**src/common/vmem_pkg.sv**
```systemverilog
package vmem_pkg;

    // ****************************************
    // widths and words
    // ****************************************
    localparam int WORD_W = 32;
    localparam int ADDR_W = 12;

    typedef logic [WORD_W-1:0] word_t;

    // width codes, any other code is a full vector
    localparam logic [2:0] W_1 = 3'b010;
    localparam logic [2:0] W_2 = 3'b011;
    localparam logic [2:0] W_4 = 3'b100;

    // ****************************************
    // address map
    // ****************************************
    localparam logic [ADDR_W-1:0] DATA_MASK = 12'h800;
    localparam logic [ADDR_W-1:0] DATA_BASE = 12'h000;
    localparam logic [ADDR_W-1:0] TEXT_MASK = 12'he00;
    localparam logic [ADDR_W-1:0] TEXT_BASE = 12'h800; // 800 - 9ff
    localparam logic [ADDR_W-1:0] INVL_ADDR = 12'ha03;
    localparam logic [ADDR_W-1:0] INVU_ADDR = 12'ha04;

    typedef enum logic [1:0] {
        R_NONE,
        R_DATA,
        R_TEXT,
        R_INVL_U  // both inversion results
    } region_e;

    typedef struct packed {
        logic              rd;
        logic              wr;
        logic [ADDR_W-1:0] addr;
        logic [2:0]        width;
    } mem_req_t;

    typedef struct packed {
        region_e    region;
        logic       upper;   // inv_u, not inv_l
        logic [2:0] offset;  // start lane of the read
    } rd_tag_t;

    typedef struct packed {
        logic       en;
        logic       we;
        logic [8:0] row;     // data banks only use 8 bits
        word_t      wdata;
    } bank_req_t;

endpackage
```
**src/source/read_return.sv**
```systemverilog
`timescale 1ns/1ps

module read_return #(
    parameter int LANES = 8
) (
    input  vmem_pkg::rd_tag_t              tag,
    input  vmem_pkg::word_t   [LANES-1:0]  data_words,
    input  vmem_pkg::word_t                text_word,
    input  vmem_pkg::word_t   [LANES-1:0]  inv_l,
    input  vmem_pkg::word_t   [LANES-1:0]  inv_u,
    output vmem_pkg::word_t   [LANES-1:0]  rdata
);

    localparam int OFF_W = $clog2(LANES);

    logic [OFF_W-1:0]              offset;
    vmem_pkg::word_t [LANES-1:0]   data_aligned;
    vmem_pkg::word_t [LANES-1:0]   text_vec;

    assign offset = tag.offset[OFF_W-1:0];

    // ****************************************
    // data lanes back to lane 0
    // ****************************************
    always_comb begin
        data_aligned = '0;
        for (int i = 0; i < LANES; i++) begin
            if (i + int'(offset) < LANES) begin
                data_aligned[i] = data_words[i + int'(offset)];
            end
            // upper lanes stay zero
        end
    end

    assign text_vec = (LANES * vmem_pkg::WORD_W)'(text_word); // lane 0, rest zero

    // ****************************************
    // source select, from tag only
    // ****************************************
    always_comb begin
        case (tag.region)
            vmem_pkg::R_DATA: begin
                rdata = data_aligned;
            end
            vmem_pkg::R_TEXT: begin
                rdata = text_vec;
            end
            vmem_pkg::R_INVL_U: begin
                rdata = tag.upper ? inv_u : inv_l;
            end
            default: begin
                rdata = '0;
            end
        endcase
    end

endmodule

```
**config.mk**
```make
export PLATFORM = sky130hd
export DESIGN_NAME = read_return
export DESIGN_NICKNAME = d
export VERILOG_FILES = /design/src/common/vmem_pkg.sv /design/src/source/read_return.sv
export SDC_FILE = /design/constraint.sdc
export NUM_CORES = 1
export LEC_CHECK = 0
export BUFFER_PORTS_ARGS = -buffer_cell sky130_fd_sc_hd__buf_2
export CAP_MARGIN = 20
export CORE_AREA = 3 3 409 411
export DETAILED_ROUTE_END_ITERATION = 8
export DIE_AREA = 0 0 412 414
export PLACE_DENSITY = 0.31
export SLEW_MARGIN = 20
export SYNTH_ARGS = -nofsm -noshare
export SYNTH_HDL_FRONTEND = slang
export SYNTH_SLANG_ARGS = --single-unit
```
**constraint.sdc**
```tcl
create_clock -name vclk -period 4.6
set_clock_uncertainty 0.1 [all_clocks]
set_input_delay 0.69 -clock vclk [all_inputs]
set_output_delay 0.69 -clock vclk [all_outputs]
set_load 0.05 [all_outputs]
```
==> After elaboration in Yosys (flattened, before gate mapping) <==
Index checks and enable logic that the tools add are counted.
{ "totals": {"reg_bits": 0, "out_inout_bits": 256, "input_bits": 806} }
{ "classes": {"n_eq_ne": 3, "muxes": 33, "n_lt_le_gt_ge": 16, "addsub": 7} }
{ "op_table": {"columns": ["operator", "n"], "rows": [
  ["$bmux W32 S3", 8],
  ["$pmux W256 S3", 1],
  ["$mux W32", 23],
  ["$mux W256", 1],
  ["$lt A32 B5 Y1 const B", 7],
  ["$lt A4 B4 Y1 const B", 7],
  ["$add A3 B3 Y4 const A", 4],
  ["$add A2 B3 Y4 const A", 2],
  ["$lt A3 B4 Y1 const B", 2],
  ["$add A1 B3 Y4 const A", 1],
  ["$eq A2 B2 Y1 const B", 2],
  ["$eq A2 B1 Y1 const B", 1]
]} }

==> Logic depth before layout (Yosys ltp) <==
Gate-level depths: netlist (run 1).
{ "depth": {"word_depth": 6, "ltp_mapped": 11, "depth_no_buf": 5} }

==> Worst setup path before layout (run 1) <==
No wires, ideal clock.
{ "synth_path": {"path_type": "input -> output", "from": "in tag[1] (netlist bit)", "to": "out rdata[113] (netlist bit)", "required_time_ps": 3810, "path_buffers": 6, "path_slack_ps": 502, "stages": 10, "arrival_time_ps": 3308, "path_cell_list": "buf_2 -> buf_2 -> buf_2 -> inv_1 -> ha_1 -> buf_2 -> buf_2 -> buf_2 -> mux4_2 -> a221o_1"} }
{ "synth_rtl": {"columns": ["item", "line", "text"], "rows": [
  ["from (decl)", "read_return.sv:6", "input vmem_pkg::rd_tag_t tag,"],
  ["to (decl)", "read_return.sv:11", "output vmem_pkg::word_t [LANES-1:0] rdata"]
]} }

==> results of run 1 <==
-- Yosys cell counts --
cell       count  area share [%]
a2111oi_2      2            0.23
a211o_1        6            0.40
a211oi_1      33             1.9
a211oi_2       1           0.095
a221o_1      154              12
a22oi_1       64             3.7
and2_1         7            0.33
and3b_1        1           0.067
and4b_1        1           0.076
buf_1          3           0.086
buf_2         89             3.4
buf_4          7            0.40
buf_6         11            0.94
clkbuf_1      65             1.9
ha_1           7            0.67
inv_1          4            0.11
mux2i_1      282              21
mux4_2       243              42
nand2_1       34            0.97
nand2b_1       1           0.048
nand3b_1       1           0.057
nor2_1       161             4.6
nor3_2         1           0.076
nor3b_1        1           0.057
nor3b_2        2            0.19
nor4b_2        1            0.11
nor4bb_1       2            0.15
o21ai_0       16            0.61
o21ai_1       80             3.0
o22ai_1       13            0.62
or2_2          1           0.048
or3_1          1           0.048
or3b_1         2            0.13
xnor2_1        1           0.067
xor2_1         2            0.13
-- layout make-up --
cell class                      instances  share of cell area, %
Tap cell                             2189                   12.5
Multi-Input combinational cell       1121                   56.6
Inverter                                4                 0.0686
Antenna cell                           31                  0.354
Timing Repair Buffer                 1145                   30.5
-- logic make-up (layout without fill, tap and decap cells) --
| kind of cell | Yosys count | count (layout) | synth area share [%] |
|---|---|---|---|
| xor+xnor | 3 | 3 | 0.200 |
| simple gates | 217 | 217 | 6.97 |
| fa+ha+maj | 7 | 7 | 0.666 |
| mux | 525 | 525 | 63.1 |
| other cells | 0 | 31 | 0 |
| buf+inv | 179 | 1149 | 6.79 |
| compound gates | 369 | 369 | 22.3 |
-- worst min-delay path by stage --
stage               cells after the start  slack [ns]         end
floorplan                               2        1.69  rdata[128]
global placement                        4        1.76  rdata[196]
detailed placement                      4        1.76  rdata[211]
CTS                                     4        1.76  rdata[211]
global route                            4        1.78  rdata[213]
finish                                  4        1.75  rdata[211]
-- worst max-delay path, cell delays in order --
cell	delay, ns
buf_8	0.19
buf_12	0.29
buf_12	0.31
mux4_2	0.57
a22oi_1	0.73
o21ai_1	0.14
buf_2	0.26
-- per-stage QoR --
stage	std cells	instance area (µm²)	util, %	total power [W]
after floorplan	1300	13100	-	0.00183
after global placement	4459	21800	13.3	0.00364
after detailed placement	4459	21800	13.3	0.00362
after CTS	4459	21800	13.3	0.00364
after global routing	4465	21800	13.3	0.00368
final	4490	21900	13.3	0.00351
-- power by group through the flow --
stage,clock [W],sequential [W],combinational [W]
6_report,0.000000000514,0,0.00351
5_1_grt,0.000000000175,0,0.00368
4_1_cts,0,0,0.00364
3_5_place_dp,0,0,0.00362
3_3_place_gp,0,0,0.00364
2_1_floorplan,0,0,0.00183
-- cells in the final DEF (no fill, tap or decap), types with 2 or more instances in the layout --
cell       instances
buf_2           1029
mux2i_1          282
mux4_2           243
nor2_1           160
a221o_1          154
o21ai_1           80
a22oi_1           64
buf_4             62
buf_12            51
nand2_1           33
a211oi_1          32
diode_2           31
o21ai_0           16
o22ai_1           13
and2_1             7
a211o_1            6
ha_1               6
inv_1              4
a2111oi_4          2
xor2_1             2
nor4bb_4           2
or3b_1             2
nor3b_4            2
a211oi_4           2
buf_8              2
-- layer usage --
metal | routed length [µm] | part of all wire (%) | vias up | track usage, %
li1 | - | - | 7560 | -
met4 | 2350 | 1.5 | 36 | 1.85
met2 | 85200 | 53 | 910 | 33.6
met1 | 61000 | 38 | 9386 | 21.0
met5 | 233 | 0.15 | - | 0
met3 | 11200 | 7.0 | 108 | 3.39
==> impl_metrics.toml, run 1 <==
[outcome]
status = "completed"

[placement]
dp_hpwl_mm = 145
io_buffers = 1062
place_ws_ns = 0.368
finalWeightedCongestion = 0.932

[grt]
gr-total-overflow = 0
grt_pass1_wl_mm = 198
antenna_found_initial = 83
grt_usage_pct = 17.7
grt_start_max_net_pins = 83
grt_pass1_vias = 17900

[timing]
hold_slack_ns = 1.75
setup_tns_ns = 0
worst_slew_pin_slew_ns = 0.941
slew_headroom_pct = 35.5
setup_ws_ns = 0.541
hold_viol_final = 0
fmax_ghz = 0.246
slew_viol_final = 0
finalCritPeriodShare_pct = 88.2
setup_viol_count_final = 0
period_needed_ns = 4.06
rsz0062_at_grt = "false"

[routing]
drc = 0
dr.pass1.iters = 5
wl_per_cell_um = 35.6
ant_nets = 0
wirelength_mm = 160
drt_iter0_drc = 1585
via_count = 18000
avgViaCountPerCell = 4.01

[power]
power_frac_seq_pct = 0
p_leak_nw = 9.60
combPwrFrac_pct = 100.0
p_int_w = 0.00118
clkPwrFrac_pct = 0
swShare_pct = 66.4
ir_drop_mv = 0.0575
p_sw_w = 0.00233
power_density_mw_per_mm2 = 160

[min_path]
hold_path_startpoint = "inv_l[211]"
hold_path_class = "input port to output port"

[setup_path]
critPathCapture = "rdata[82]"
worstSetupStartpoint = "tag[0]"
start_kind = "input port"
critPathKind = "input port to output port"
cp-end-kind = "output port"
cp.required_ns = 3.81
worst_ep_arrival_time_ns = 3.27
cp_max_fo = 41

[floorplan]
die_y_um = 414
dieArea_mm2 = 0.171
ios = 1062
rows = 149
fp.dieW_um = 412
core_area_mm2 = 0.164
start_util_pct = 7.99

[clock_tree]
postCtsSetupBuffers = 0
postCtsHoldBufs = 0
cts_resized = 0

[logic_synthesis]
synth_area_mm2 = 0.0131
ys_warn_count = 0
seq_area_frac_synth_pct = 0
synthCells = 1300
synth_fp_nets = 2113
syn_avg_cell_area_um2 = 10.1
synth_cell_types = 35

[layout]
fill_cells = 19100
clkbuf_count = 0
register_area_um2 = 0
nFlopsAndLatches = 0
drive_gt1_share_pct = 61.9
multiInputGateArea_mm2 = 0.0124
nets = 3085
area_growth_syn_to_layout_pct = 66.6

[job]
cap_violations = 0
Note: power is estimated with default switching activity, not from simulation.
==> run 2: changes to the inputs <==
--- a/config.mk
+++ b/config.mk
@@ -11,6 +11,7 @@
 export DETAILED_ROUTE_END_ITERATION = 8
 export DIE_AREA = 0 0 412 414
 export PLACE_DENSITY = 0.31
+export RECOVER_POWER = 100
 export SLEW_MARGIN = 20
 export SYNTH_ARGS = -nofsm -noshare
 export SYNTH_HDL_FRONTEND = slang
==> run 2 against run 1 <==
Net effect:
- largest cell class unchanged
- core utilization decreased by 0.20 points
- non-clock buffer count is the same
- combinational power shrank 2%
- final area down 1.5%
- flip-flop and latch count unchanged
- cell count about the same
==> impl_metrics.toml, run 2 (synthesis gave the netlist of run 1 again) <==
[clock_tree]
postCtsHoldBufs = 0
postCtsSetupBuffers = 0
cts_resized = 0

[timing]
finalCritPeriodShare_pct = 93.9
setup_ws_ns = 0.282
rsz0062_at_grt = "false"
hold_slack_ns = 1.76
slew_viol_final = 0
setup_tns_ns = 0
setup_viol_count_final = 0
worst_slew_pin_slew_ns = 1.10
period_needed_ns = 4.32
slew_headroom_pct = 26.9
fmax_ghz = 0.232
hold_viol_final = 0

[grt]
grt_usage_pct = 17.7
grt_pass1_vias = 17900
gr-total-overflow = 0
antenna_found_initial = 84
grt_start_max_net_pins = 83
grt_pass1_wl_mm = 198

[power]
combPwrFrac_pct = 100.0
p_leak_nw = 9.00
swShare_pct = 67.5
ir_drop_mv = 0.0571
power_density_mw_per_mm2 = 160
p_int_w = 0.00112
clkPwrFrac_pct = 0
design_power_total_w = 0.00345
p_sw_w = 0.00233
power_frac_seq_pct = 0

[routing]
via_count = 17900
wirelength_mm = 160
drc = 0
dr.pass1.iters = 5
ant_nets = 0
drt_iter0_drc = 1501
avgViaCountPerCell = 3.99
wl_per_cell_um = 35.6

[setup_path]
worst_ep_arrival_time_ns = 3.53
start_kind = "input port"
cp_max_fo = 48
path_buf_inv = 4
cp.depth = 7
cp.required_ns = 3.81
cp_slowest_cell = "mux4_2"
critPathTopFamily = "buffers and inverters"
cp-end-kind = "output port"
cp_slowest_stage_delay_ns = 0.71
path_cells = "buf_8, inv_1, ha_4, clkbuf_4, mux4_2, a221o_1, clkbuf_2"
critPathKind = "input port to output port"

[layout]
final_common_cell = "buf_2"
area_growth_syn_to_layout_pct = 64.1
fill_cells = 19200
drive_gt1_share_pct = 55.1
final_cell_mix = "buf_2 (835), mux2i_1 (282), mux4_2 (243), nor2_1 (160), a221o_1 (154)"
nFlopsAndLatches = 0
clkbuf_count = 0
nets = 3085
register_area_um2 = 0
postLayoutCellArea_mm2 = 0.0216

[floorplan]
fp.dieW_um = 412
ios = 1062
core_area_mm2 = 0.164
die_y_um = 414
dieArea_mm2 = 0.171
start_util_pct = 7.99
rows = 149

[outcome]
status = "completed"

[min_path]
holdPathStages = 4
hold_path_class = "input port to output port"

[placement]
finalWeightedCongestion = 0.932
io_buffers = 1062
place_ws_ns = 0.368
dp_hpwl_mm = 145
postPlaceCellArea_mm2 = 0.0218

[job]
cap_violations = 0
## run 2: path summary, 6_finish.rpt
check / from / end / slack (ns)
min: inv_l[147] / rdata[147] / 1.76
max: tag[0] / rdata[55] / 0.28
## run 2: power by group through the flow
stage	Combinational [W]	Sequential [W]	Clock [W]
after detailed placement	0.00362	0	0
after global placement	0.00364	0	0
after global routing	0.00362	0	0.000000000175
after floorplan	0.00183	0	0
final	0.00345	0	0.000000000686
after CTS	0.00364	0	0
## run 2: tightest hold or removal path, delay by kind of cell
family	cells	cell delay, ns
buf+inv	2	0.30
mux	1	0.11
compound gates	1	0.06
## run 2: area by class of cell
type | instances | area (µm²) | share of cell area, %
multi-input cells | 1121 | 12400 | 57.4
repair buffers | 1145 | 6360 | 29.5
well taps | 2189 | 2740 | 12.7
diodes | 32 | 80.1 | 0.371
inverters | 4 | 15.0 | 0.0696
## run 2: metrics by stage
step	util (%)	cells
after floorplan	-	1300
after global placement	13.3	4459
after detailed placement	13.3	4459
after CTS	13.3	4459
after global routing	13.1	4465
final	13.1	4491
## run 2: metal layers
layer	up-vias	GRT usage, %	wire [µm]
li1	7553	-	-
met1	9286	21.0	60800
met2	931	33.6	84900
met3	106	3.39	11300
met4	36	1.85	2560
met5	-	0	233
