### config.mk
export PLATFORM = sky130hd
export DESIGN_NAME = mem_controller
export DESIGN_NICKNAME = d
export VERILOG_FILES = /design/src/common/vmem_pkg.sv /design/src/source/mem_controller.sv
export SDC_FILE = /design/constraint.sdc
export NUM_CORES = 1
export LEC_CHECK = 0
export BUFFER_PORTS_ARGS = -buffer_cell sky130_fd_sc_hd__buf_4
export CAP_MARGIN = 20
export CORE_AREA = 3 3 255 257
export CTS_BUF_LIST = sky130_fd_sc_hd__clkbuf_8 sky130_fd_sc_hd__clkbuf_16
export DETAILED_ROUTE_END_ITERATION = 16
export DIE_AREA = 0 0 258 260
export PLACE_DENSITY = 0.4
export SLEW_MARGIN = 40
export SYNTH_ARGS = -nofsm -noshare
export SYNTH_HDL_FRONTEND = slang
export SYNTH_SLANG_ARGS = --single-unit
export TNS_END_PERCENT = 30
### constraint.sdc
create_clock -name clk -period 3.2 [get_ports clk]
set_input_delay 0.16 -clock clk [delete_from_list [all_inputs] [get_ports clk]]
set_output_delay 0.16 -clock clk [all_outputs]
set_load 0.005 [all_outputs]
### src/common/vmem_pkg.sv
package vmem_pkg;

    // ****************************************
    // widths and words
    // ****************************************
    localparam int WORD_W = 32;
    localparam int ADDR_W = 12;

    typedef logic [WORD_W-1:0] word_t;

    // width codes, any other code is a full vector
    localparam logic [2:0] W_1 = 3'b010;
    localparam logic [2:0] W_2 = 3'b011;
    localparam logic [2:0] W_4 = 3'b100;

    // ****************************************
    // address map
    // ****************************************
    localparam logic [ADDR_W-1:0] DATA_MASK = 12'h800;
    localparam logic [ADDR_W-1:0] DATA_BASE = 12'h000;
    localparam logic [ADDR_W-1:0] TEXT_MASK = 12'he00;
    localparam logic [ADDR_W-1:0] TEXT_BASE = 12'h800; // 800 - 9ff
    localparam logic [ADDR_W-1:0] INVL_ADDR = 12'ha03;
    localparam logic [ADDR_W-1:0] INVU_ADDR = 12'ha04;

    typedef enum logic [1:0] {
        R_NONE,
        R_DATA,
        R_TEXT,
        R_INVL_U  // both inversion results
    } region_e;

    typedef struct packed {
        logic              rd;
        logic              wr;
        logic [ADDR_W-1:0] addr;
        logic [2:0]        width;
    } mem_req_t;

    typedef struct packed {
        region_e    region;
        logic       upper;   // inv_u, not inv_l
        logic [2:0] offset;  // start lane of the read
    } rd_tag_t;

    typedef struct packed {
        logic       en;
        logic       we;
        logic [8:0] row;     // data banks only use 8 bits
        word_t      wdata;
    } bank_req_t;

endpackage
### src/source/mem_controller.sv
`timescale 1ns/1ps

module mem_controller #(
    parameter int LANES = 8
) (
    input  logic                                clk,
    input  logic                                arst_n,
    input  vmem_pkg::mem_req_t                  req,
    input  vmem_pkg::word_t     [LANES-1:0]     wdata,
    output vmem_pkg::bank_req_t [LANES-1:0]     data_req,
    output vmem_pkg::bank_req_t                 text_req,
    output vmem_pkg::rd_tag_t                   tag
);

    localparam int OFF_W = $clog2(LANES);

    vmem_pkg::region_e   region;
    logic [OFF_W-1:0]    offset;
    logic [8:0]          data_row;
    logic [LANES-1:0]    base_mask;
    logic [LANES-1:0]    lane_mask;
    vmem_pkg::rd_tag_t   tag_d;

    // ****************************************
    // address decode
    // ****************************************
    always_comb begin
        if ((req.addr & vmem_pkg::DATA_MASK) == vmem_pkg::DATA_BASE) begin
            region = vmem_pkg::R_DATA;
        end else if ((req.addr & vmem_pkg::TEXT_MASK) == vmem_pkg::TEXT_BASE) begin
            region = vmem_pkg::R_TEXT;
        end else if (req.addr == vmem_pkg::INVL_ADDR || req.addr == vmem_pkg::INVU_ADDR) begin
            region = vmem_pkg::R_INVL_U;
        end else begin
            region = vmem_pkg::R_NONE; // unmapped, reads zero
        end
    end

    assign offset   = req.addr[OFF_W-1:0];
    assign data_row = 9'(req.addr[vmem_pkg::ADDR_W-2:0] >> OFF_W); // row above lane offset

    // ****************************************
    // lane mask
    // ****************************************
    always_comb begin
        case (req.width)
            vmem_pkg::W_1: base_mask = LANES'(1'b1);
            vmem_pkg::W_2: base_mask = LANES'(2'b11);
            vmem_pkg::W_4: base_mask = LANES'(4'hf);
            default:       base_mask = '1;
        endcase
    end

    // lanes past the top are dropped
    assign lane_mask = base_mask << offset;

    // ****************************************
    // bank requests
    // ****************************************
    always_comb begin
        logic [OFF_W-1:0] src;
        logic             hit;

        hit = (region == vmem_pkg::R_DATA);
        for (int i = 0; i < LANES; i++) begin
            src = OFF_W'(i) - offset; // rotate lane src into bank i
            data_req[i].en    = hit && (req.rd || (req.wr && lane_mask[i]));
            data_req[i].we    = hit && req.wr && lane_mask[i];
            data_req[i].row   = data_row;
            data_req[i].wdata = wdata[src];
        end
    end

    always_comb begin
        text_req.en    = (region == vmem_pkg::R_TEXT) && (req.rd || req.wr);
        text_req.we    = (region == vmem_pkg::R_TEXT) && req.wr;
        text_req.row   = req.addr[8:0];
        text_req.wdata = wdata[0]; // only lane 0 is stored
    end

    // ****************************************
    // read tag
    // ****************************************
    always_comb begin
        tag_d.region = req.rd ? region : vmem_pkg::R_NONE;
        tag_d.upper  = (req.addr == vmem_pkg::INVU_ADDR);
        tag_d.offset = 3'(offset);
    end

    always_ff @(posedge clk or negedge arst_n) begin
        if (!arst_n) begin
            tag <= '{region: vmem_pkg::R_NONE, upper: 1'b0, offset: 3'd0};
        end else begin
            tag <= tag_d;
        end
    end

endmodule

Word level (Yosys, flattened, before mapping)
Index checks and enable logic that the tools add are counted.

storage, ports and cells
  bits in read-only memories = 0
  memories kept = 0
  latch bits = 0
  register bits after elaboration = 6
  output and inout bits = 393
  word-level logic and storage cells = 87
  bits of input ports = 275
  RAM bits = 0

cells by class
  shift-type cells = 1
  bitwise operators = 0
  div/mod/pow operators = 0
  add/sub/neg operators = 8
  multiply operators = 0
  $lt $le $gt $ge = 8
  reductions and logical operators = 38
  multiplexer cells = 21
  eq/ne operators = 8

operator list
  cell                  count
  $bmux 32 s3           8
  $mux 32               8
  $lt 3x4->1 const B    8
  $logic_and 1x1->1     27
  $eq 12x12->1 const B  2
  $pmux 8 s3            1
  $logic_not 12->1      1
  $sub 3x3->3 const A   4
  $logic_or 1x1->1      10
  $mux 2                4
  $shl 8x3->8           1
  $eq 3x2->1 const B    2
  $eq 3x3->1 const B    2
  $sub 1x3->3 const A   2
  $sub 2x3->3 const A   2
  $eq 2x1->1 const B    1
  $eq 2x2->1 const B    1

Depth between registers and ports, before layout
Gate-level depths: netlist of run 1.

  depth after elaboration = 8
  gate-level depth with buffers = 10
  depth with buffers taken out = 5

Least setup slack after synthesis of run 1
Ideal clock, no wire load.

  kind = input port to output port
  start point = in req[4] (netlist bit)
  end point = out data_req[0] (netlist bit)
  arrival time = 2334 ps
  slack = 706 ps
  path buffers = 6
  data required time = 3040 ps
  cell stages on the path = 10
  path through = buf_2 buf_6 buf_2 buf_4 inv_1 ha_1 ha_1 buf_1 clkbuf_1 mux4_2

RTL lines
  element      line                  text
  from (decl)  mem_controller.sv:8   input vmem_pkg::mem_req_t req,
  to (decl)    mem_controller.sv:10  output vmem_pkg::bank_req_t [LANES-1:0] data_req,

==> impl_results.md, run 1 <==
- Setup Total Neg Slack: 0 ns
- Vias per Instance: 4.65
- WL final: 54,400 um
- RSZ-0062 raised after global routing: false
- Die ar.: 67,100 um^2
- Clk Tree Root Cell: clkbuf_16
- Pre-CTS setup slack: 0.760 ns
- Pins Over Slew Limit: 0
- Clock slew at reported path FFs: 0.03 ns
- Detail Placement HPWL: 44,500 um
- I/O Pins: 668
- Clock sink count: 6
- Largest family of logic cells by synthesized area: multiplexers
- Clock Path Buffers: 2
- Worst-margin pin slew: 0.856 ns
- Max-Cap Viols: 0
- Final setup viols: 0
- Post_cts resized: 0
- Largest net degree at the start of global routing: 106
- Layout Nets: 1,824
- Core Area: 63,000 um^2
- Gr usage total: 15.1%
- Syn avg cell area: 10.6 um^2
- Die Wd: 258 um
- Tcrit/Tclk final: 77.1%
- Switching Fraction: 42.0%
- Max reg flops: 6
- Ant. Diodes: 0
- Combinational share of power: 92.7%
- Initial DRC Count: 666
- FP Rows: 92
- Mux cell area share after synthesis: 68.5%
- Cell area power density: 237 nW/um^2
- CP Capture Type: output port
- FMAX: 406 MHz
- Antenna violation net count after detailed routing: 0
- Num CTS Buffers: 3
- Die height: 260 um
- XOR/XNOR Fraction of Synth Area: 0.468%
- CP arrival: 2.31 ns
- WL per Instance: 22.7 um
- Area grow syn2layout: 45.2%
- Clock power frac: 5.2%
- Fraction of layout cells with a size suffix above 1: 70.7%
- Crit path to: data_req[6]
- Vias in the first global route: 11,197
- Post-Place Cell Area: 16,200 um^2
- Mapped Cells: 1,055
- Crit path launch type: input pin
- Status: finished clean
- VDD IR max: 0.107 mV
- First drt pass iteration count: 5
- Seq pwr share: 2.1%
- CP startpoint: req[3]
- Final std cell area, no fill: 16,300 um^2
- First-pass GRT wire length: 76,800 um
- Internal power: 2.25 mW
- Buffers on Ports: 659
- Largest regs: tag: 6 flops
- Max FO, Critical Path: 64
- Min Tclk post-route: 2.47 ns
- Initial Util: 17.8%
- NetSw: 1.63 mW
- DR vias: 11,104
- Ys Warns: 0
- TritonCTS clock tree: yes
- Seq/Total Area, Yosys: 1.34%
- Yosys cell types: 37
- Simple-gate area share of the yosys netlist: 14.7%
- Residual DRC count: 0
- Gr ovfl total: 0
- Pleak: 7.55 nW
- Placer Congestion: 0.883
- Hold Fails Final Rpt: 0
- Req. time, crit path: 3.04 ns
- Most flops, register: tag
- Setup ws final: 0.734 ns
- H-tree levels: 1
- Mapped Area: 11,200 um^2
- Antenna violations before repair: 1
- Yosys reg bits: 6
- Type of the tightest min-delay check: input pin to flip-flop
- CP Class: input pin to output port
- Synth Area in Compound Gates: 1.06%
- Adder-cell share of the synthesized area: 0.334%
- Max_slew headroom: 43.0%
synth_stat cells (all sizes together):
library cell,n,area share (%)
a21o,1,0.067
o41ai,1,0.14
a311oi,1,0.078
nor4b,1,0.078
inv,6,0.20
nand2b,1,0.056
ha,3,0.33
nand2,392,13
conb,1,0.033
xnor2,2,0.32
o31ai,5,0.33
nor2b,2,0.11
or2,1,0.056
mux2,129,17
o21ai,4,0.18
nand4,1,0.056
nand3,2,0.089
or3b,3,0.23
dfrtp,6,1.3
xor2,1,0.14
a21oi,5,0.26
nor3,5,0.22
nor2,8,0.27
mux4,256,51
and2,1,0.056
clkbuf,26,0.87
nor3b,2,0.18
or4b,2,0.18
buf,187,12
cells by family (layout without fill, tap and decap cells):
kind of cell    after synthesis  in the layout
flops                         6              6
buf+inv                     219            701
simple gates                421            421
compound gates               17             17
other cells                   1              8
mux                         385            385
xor+xnor                      3              3
fa+ha+maj                     3              3
worst min-delay path by stage:
stage | from | endpoint | cells past startpoint
5_1_grt | req[14] | tag[4] | 2
4_1_cts | req[14] | tag[4] | 2
3_5_place_dp | arst_n | tag[1] | 1
3_3_place_gp | arst_n | tag[1] | 1
2_1_floorplan | arst_n | tag[0] | 0
6_report | req[14] | tag[4] | 2
what timing repair did:
| action | in CTS | in global routing |
|---|---|---|
| hold buffers | 1 | 0 |
| hold endpoints to repair | 6 | 0 |
| setup buffers | 0 | 0 |
power groups by stage:
stage | sequential (mW) | combinational (mW) | clock [mW]
floorplan | 0.0812 | 1.88 | 0
global placement | 0.0808 | 3.62 | 0
detailed placement | 0.0808 | 3.64 | 0
CTS | 0.0799 | 3.66 | 0.207
global route | 0.0801 | 3.86 | 0.211
finish | 0.0799 | 3.59 | 0.203
metal layers:
metal	vias up	wire length (um)	GRT usage, %
met4	2	1140	3.18
met1	5732	21100	18.2
met3	50	3440	2.91
met5	-	20	0
li1	4876	-	-
met2	444	28600	27.7
critical path, stage by stage:
cell	delay [ns]
buf_8	0.26
buf_12	0.36
buf_4	0.33
mux2_4	0.34
mux4_2	0.53
buf_4	0.17
cells in the final DEF, fill, tap and decap left out, types with 2 or more instances in the layout:
cell       synthesis  routed
buf_4            129     676
nand2_1          392     392
mux4_2           256     256
mux2_4           128     128
buf_12             0      12
nor2_1             8       8
conb_1             1       8
dfrtp_1            6       6
nor3_1             5       5
o31ai_1            5       5
inv_1              6       5
a21oi_1            4       4
o21ai_0            4       4
clkbuf_16          0       3
nand3_1            2       2
or3b_2             2       2
xnor2_4            1       2
nor2b_1            2       2
or4b_1             2       2
ha_4               0       2
area by class of cell:
cell class / count / area, um^2
Timing Repair Buffer: 692 / 5370
Multi-Input combinational cell: 837 / 9640
Clock buffer: 3 / 75.1
Fill cell: 6725 / 46700
Sequential cell: 6 / 150
Tap cell: 846 / 1060
Inverter: 6 / 23.8
stage by stage:
step           utilization (%)  cells  power, mW  hold slack [ns]
5_1_grt                   25.9   2390       4.15            0.167
3_5_place_dp              25.8   2386       3.72          -0.0235
3_3_place_gp              25.8   2386       3.70          -0.0250
4_1_cts                   25.9   2390       3.95            0.158
6_report                  25.9   2390       3.87            0.169
2_1_floorplan                -   1062       1.96           -0.136
No activity file was read; power rests on OpenSTA's default activity.
==> inputs of run 2 (changes only) <==
- clock period: 3.2 -> 2.4 ns (I/O delays scaled with it)
==> run 2 against run 1 <==
  * Clock-buffer cell count is the same
  * Via count fell by 0.26%
  * Highest routed layer unchanged
  * Wire length decreased by 0.44%
  * Cell count is 0.46% higher
  * Power up 33%
  * Critical path depth is 1 lower
  * Clock power up 29%
  * Hold slack got worse by 0.025 ns
==> impl_results.md, run 2 (synthesized netlist as in run 1, its figures left out) <==
- Tcrit/Tclk final: 84.1%
- Setup Total Neg Slack: 0 ns (unchanged)
- Most frequent cells in the layout: buf_4, nand2_1, mux4_2, mux2_4, buf_12
- Min Tclk post-route: 2.02 ns
- WL met1: 21,400 um (+1.4%)
- Die height: 260 um (unchanged)
- I/O Pins: 668 (unchanged)
- Largest regs: tag: 6 flops
- Cell area power density: 314 nW/um^2 (+32%)
- Antenna violation net count after detailed routing: 0 (unchanged)
- Kind of cell adding the most delay to the critical path: multiplexers
- Layout Nets: 1,830 (+0.33%)
- Final setup viols: 0 (unchanged)
- Commonest non-fill, non-tap cell in the layout: buf_4
- FMAX: 495 MHz
- Setup ws final: 0.381 ns (-0.353 ns)
- Detail Placement HPWL: 45,300 um (+2.0%)
- CP Class: input pin to output port
- WL final: 54,100 um (-0.44%)
- Max FO, Critical Path: 79 (+23%)
- DR vias: 11,075 (-0.26%)
- Max stage delay on crit path: 0.53 ns (about the same)
- First drt pass iteration count: 5 (unchanged)
- Clock Path Buffers: 2 (unchanged)
- Pre-CTS setup slack: 0.367 ns (-0.392 ns)
- Placer Congestion: 0.903 (+2.3%)
- FP Rows: 92 (unchanged)
- CP startpoint: req[3]
- Critical path's slowest cell: mux4_2
- Core Area: 63,000 um^2 (unchanged)
- WP depth: 5 (-1)
- Gr ovfl total: 0 (unchanged)
- Die ar.: 67,100 um^2 (unchanged)
- Buffers on Ports: 659 (unchanged)
- Req. time, crit path: 2.28 ns (-0.76 ns)
- Clock sink count: 6 (unchanged)
- Worst-margin pin slew: 0.759 ns (-0.0966 ns)
- Routed length on met3: 3040 um (-12%)
- WL per Instance: 22.5 um (-0.89%)
- Max-Cap Viols: 0 (unchanged)
- Post_cts resized: 0 (unchanged)
- Largest net degree at the start of global routing: 87 (-18%)
- Clk Tree Root Cell: clkbuf_16
- Fillers: 6,720 (-0.074%)
- Top Metal Used: met5
- Vias per Instance: 4.61 (-0.72%)
- CP Capture Type: output port
- H-tree levels: 1 (unchanged)
- Max_slew headroom: 49.4% (+6.4 points)
- Crit path to: data_req[184]
- CP arrival: 1.90 ns (-0.41 ns)
- TritonCTS clock tree: yes
- Status: finished clean
- VDD IR max: 0.165 mV (+54%)
- Die Wd: 258 um (unchanged)
- Max reg flops: 6 (unchanged)
- First-pass GRT wire length: 76,900 um (about the same)
- RSZ-0062 raised after global routing: false
- Antenna violations before repair: 2 (+1)
- Vias in the first global route: 11,050 (-1.3%)
- Pleak: 7.60 nW (+0.65%)
- Num CTS Buffers: 3 (unchanged)
- Wire length on met2: 28,900 um (+1.1%)
- Type of the tightest min-delay check: input pin to flip-flop
- Fraction of layout cells with a size suffix above 1: 70.8% (+0.11 points)
- Clock slew at reported path FFs: 0.03 ns (about the same)
- Initial Util: 17.8% (unchanged)
- Hold Fails Final Rpt: 0 (unchanged)
- Most flops, register: tag
- Area grow syn2layout: 46.2%
- WP buf/inv: 3 (-1)
- Initial DRC Count: 719 (+8.0%)
- Critical path cell sequence: buf_8 > buf_12 > mux2_4 > mux4_2 > buf_4
- Pins Over Slew Limit: 0 (unchanged)
- Crit path launch type: input pin
- Residual DRC count: 0 (unchanged)
- Gr usage total: 15.1% (-0.018 points)
==> run 2: per-stage QoR <==
step / instances / utilization, % / power (mW) / cell area, um^2 / hold WS, ns
global route: 2397 / 26.1 / 5.52 / 16400 / 0.155
finish: 2401 / 26.1 / 5.15 / 16400 / 0.144
detailed placement: 2392 / 25.9 / 4.96 / 16300 / -0.0705
CTS: 2396 / 26.1 / 5.24 / 16400 / 0.141
floorplan: 1062 / - / 2.62 / 11300 / -0.176
global placement: 2392 / 25.9 / 4.94 / 16300 / -0.0709
==> run 2: worst min path at each step <==
stage | start | to | slack [ns] | depth (start not counted)
2_1_floorplan | arst_n | tag[0] | -0.18 | 0
3_3_place_gp | arst_n | tag[2] | -0.07 | 1
3_5_place_dp | arst_n | tag[2] | -0.07 | 1
4_1_cts | req[14] | tag[4] | 0.14 | 2
5_1_grt | req[14] | tag[4] | 0.15 | 2
6_report | req[14] | tag[4] | 0.14 | 2
==> run 2: layout make-up <==
class	count	area (um^2)	area share, %
Multi-Input combinational cell	837	9630	58.7
Timing Repair Buffer	698	5470	33.3
Tap cell	846	1060	6.45
Sequential cell	6	150	0.914
Clock buffer	3	75.1	0.457
Inverter	6	23.8	0.145
Antenna cell	5	12.5	0.0762
==> run 2: repair_timing <==
action	CTS	global route
hold buffers	1	0
endpoints found under the hold margin	6	0
setup buffers	0	0
==> run 2: where the power goes <==
group / internal [mW] / switching, mW / leakage [nW]
logic: 2.69 / 2.09 / 7.49
clock network: 0.213 / 0.0478 / 0.0370
registers: 0.106 / 0.000936 / 0.0758
==> run 2: layer usage <==
metal	up-vias	global-route usage (%)
met5	-	0
met1	5690	18.5
met2	459	28.4
li1	4890	-
met3	34	2.20
met4	2	2.00
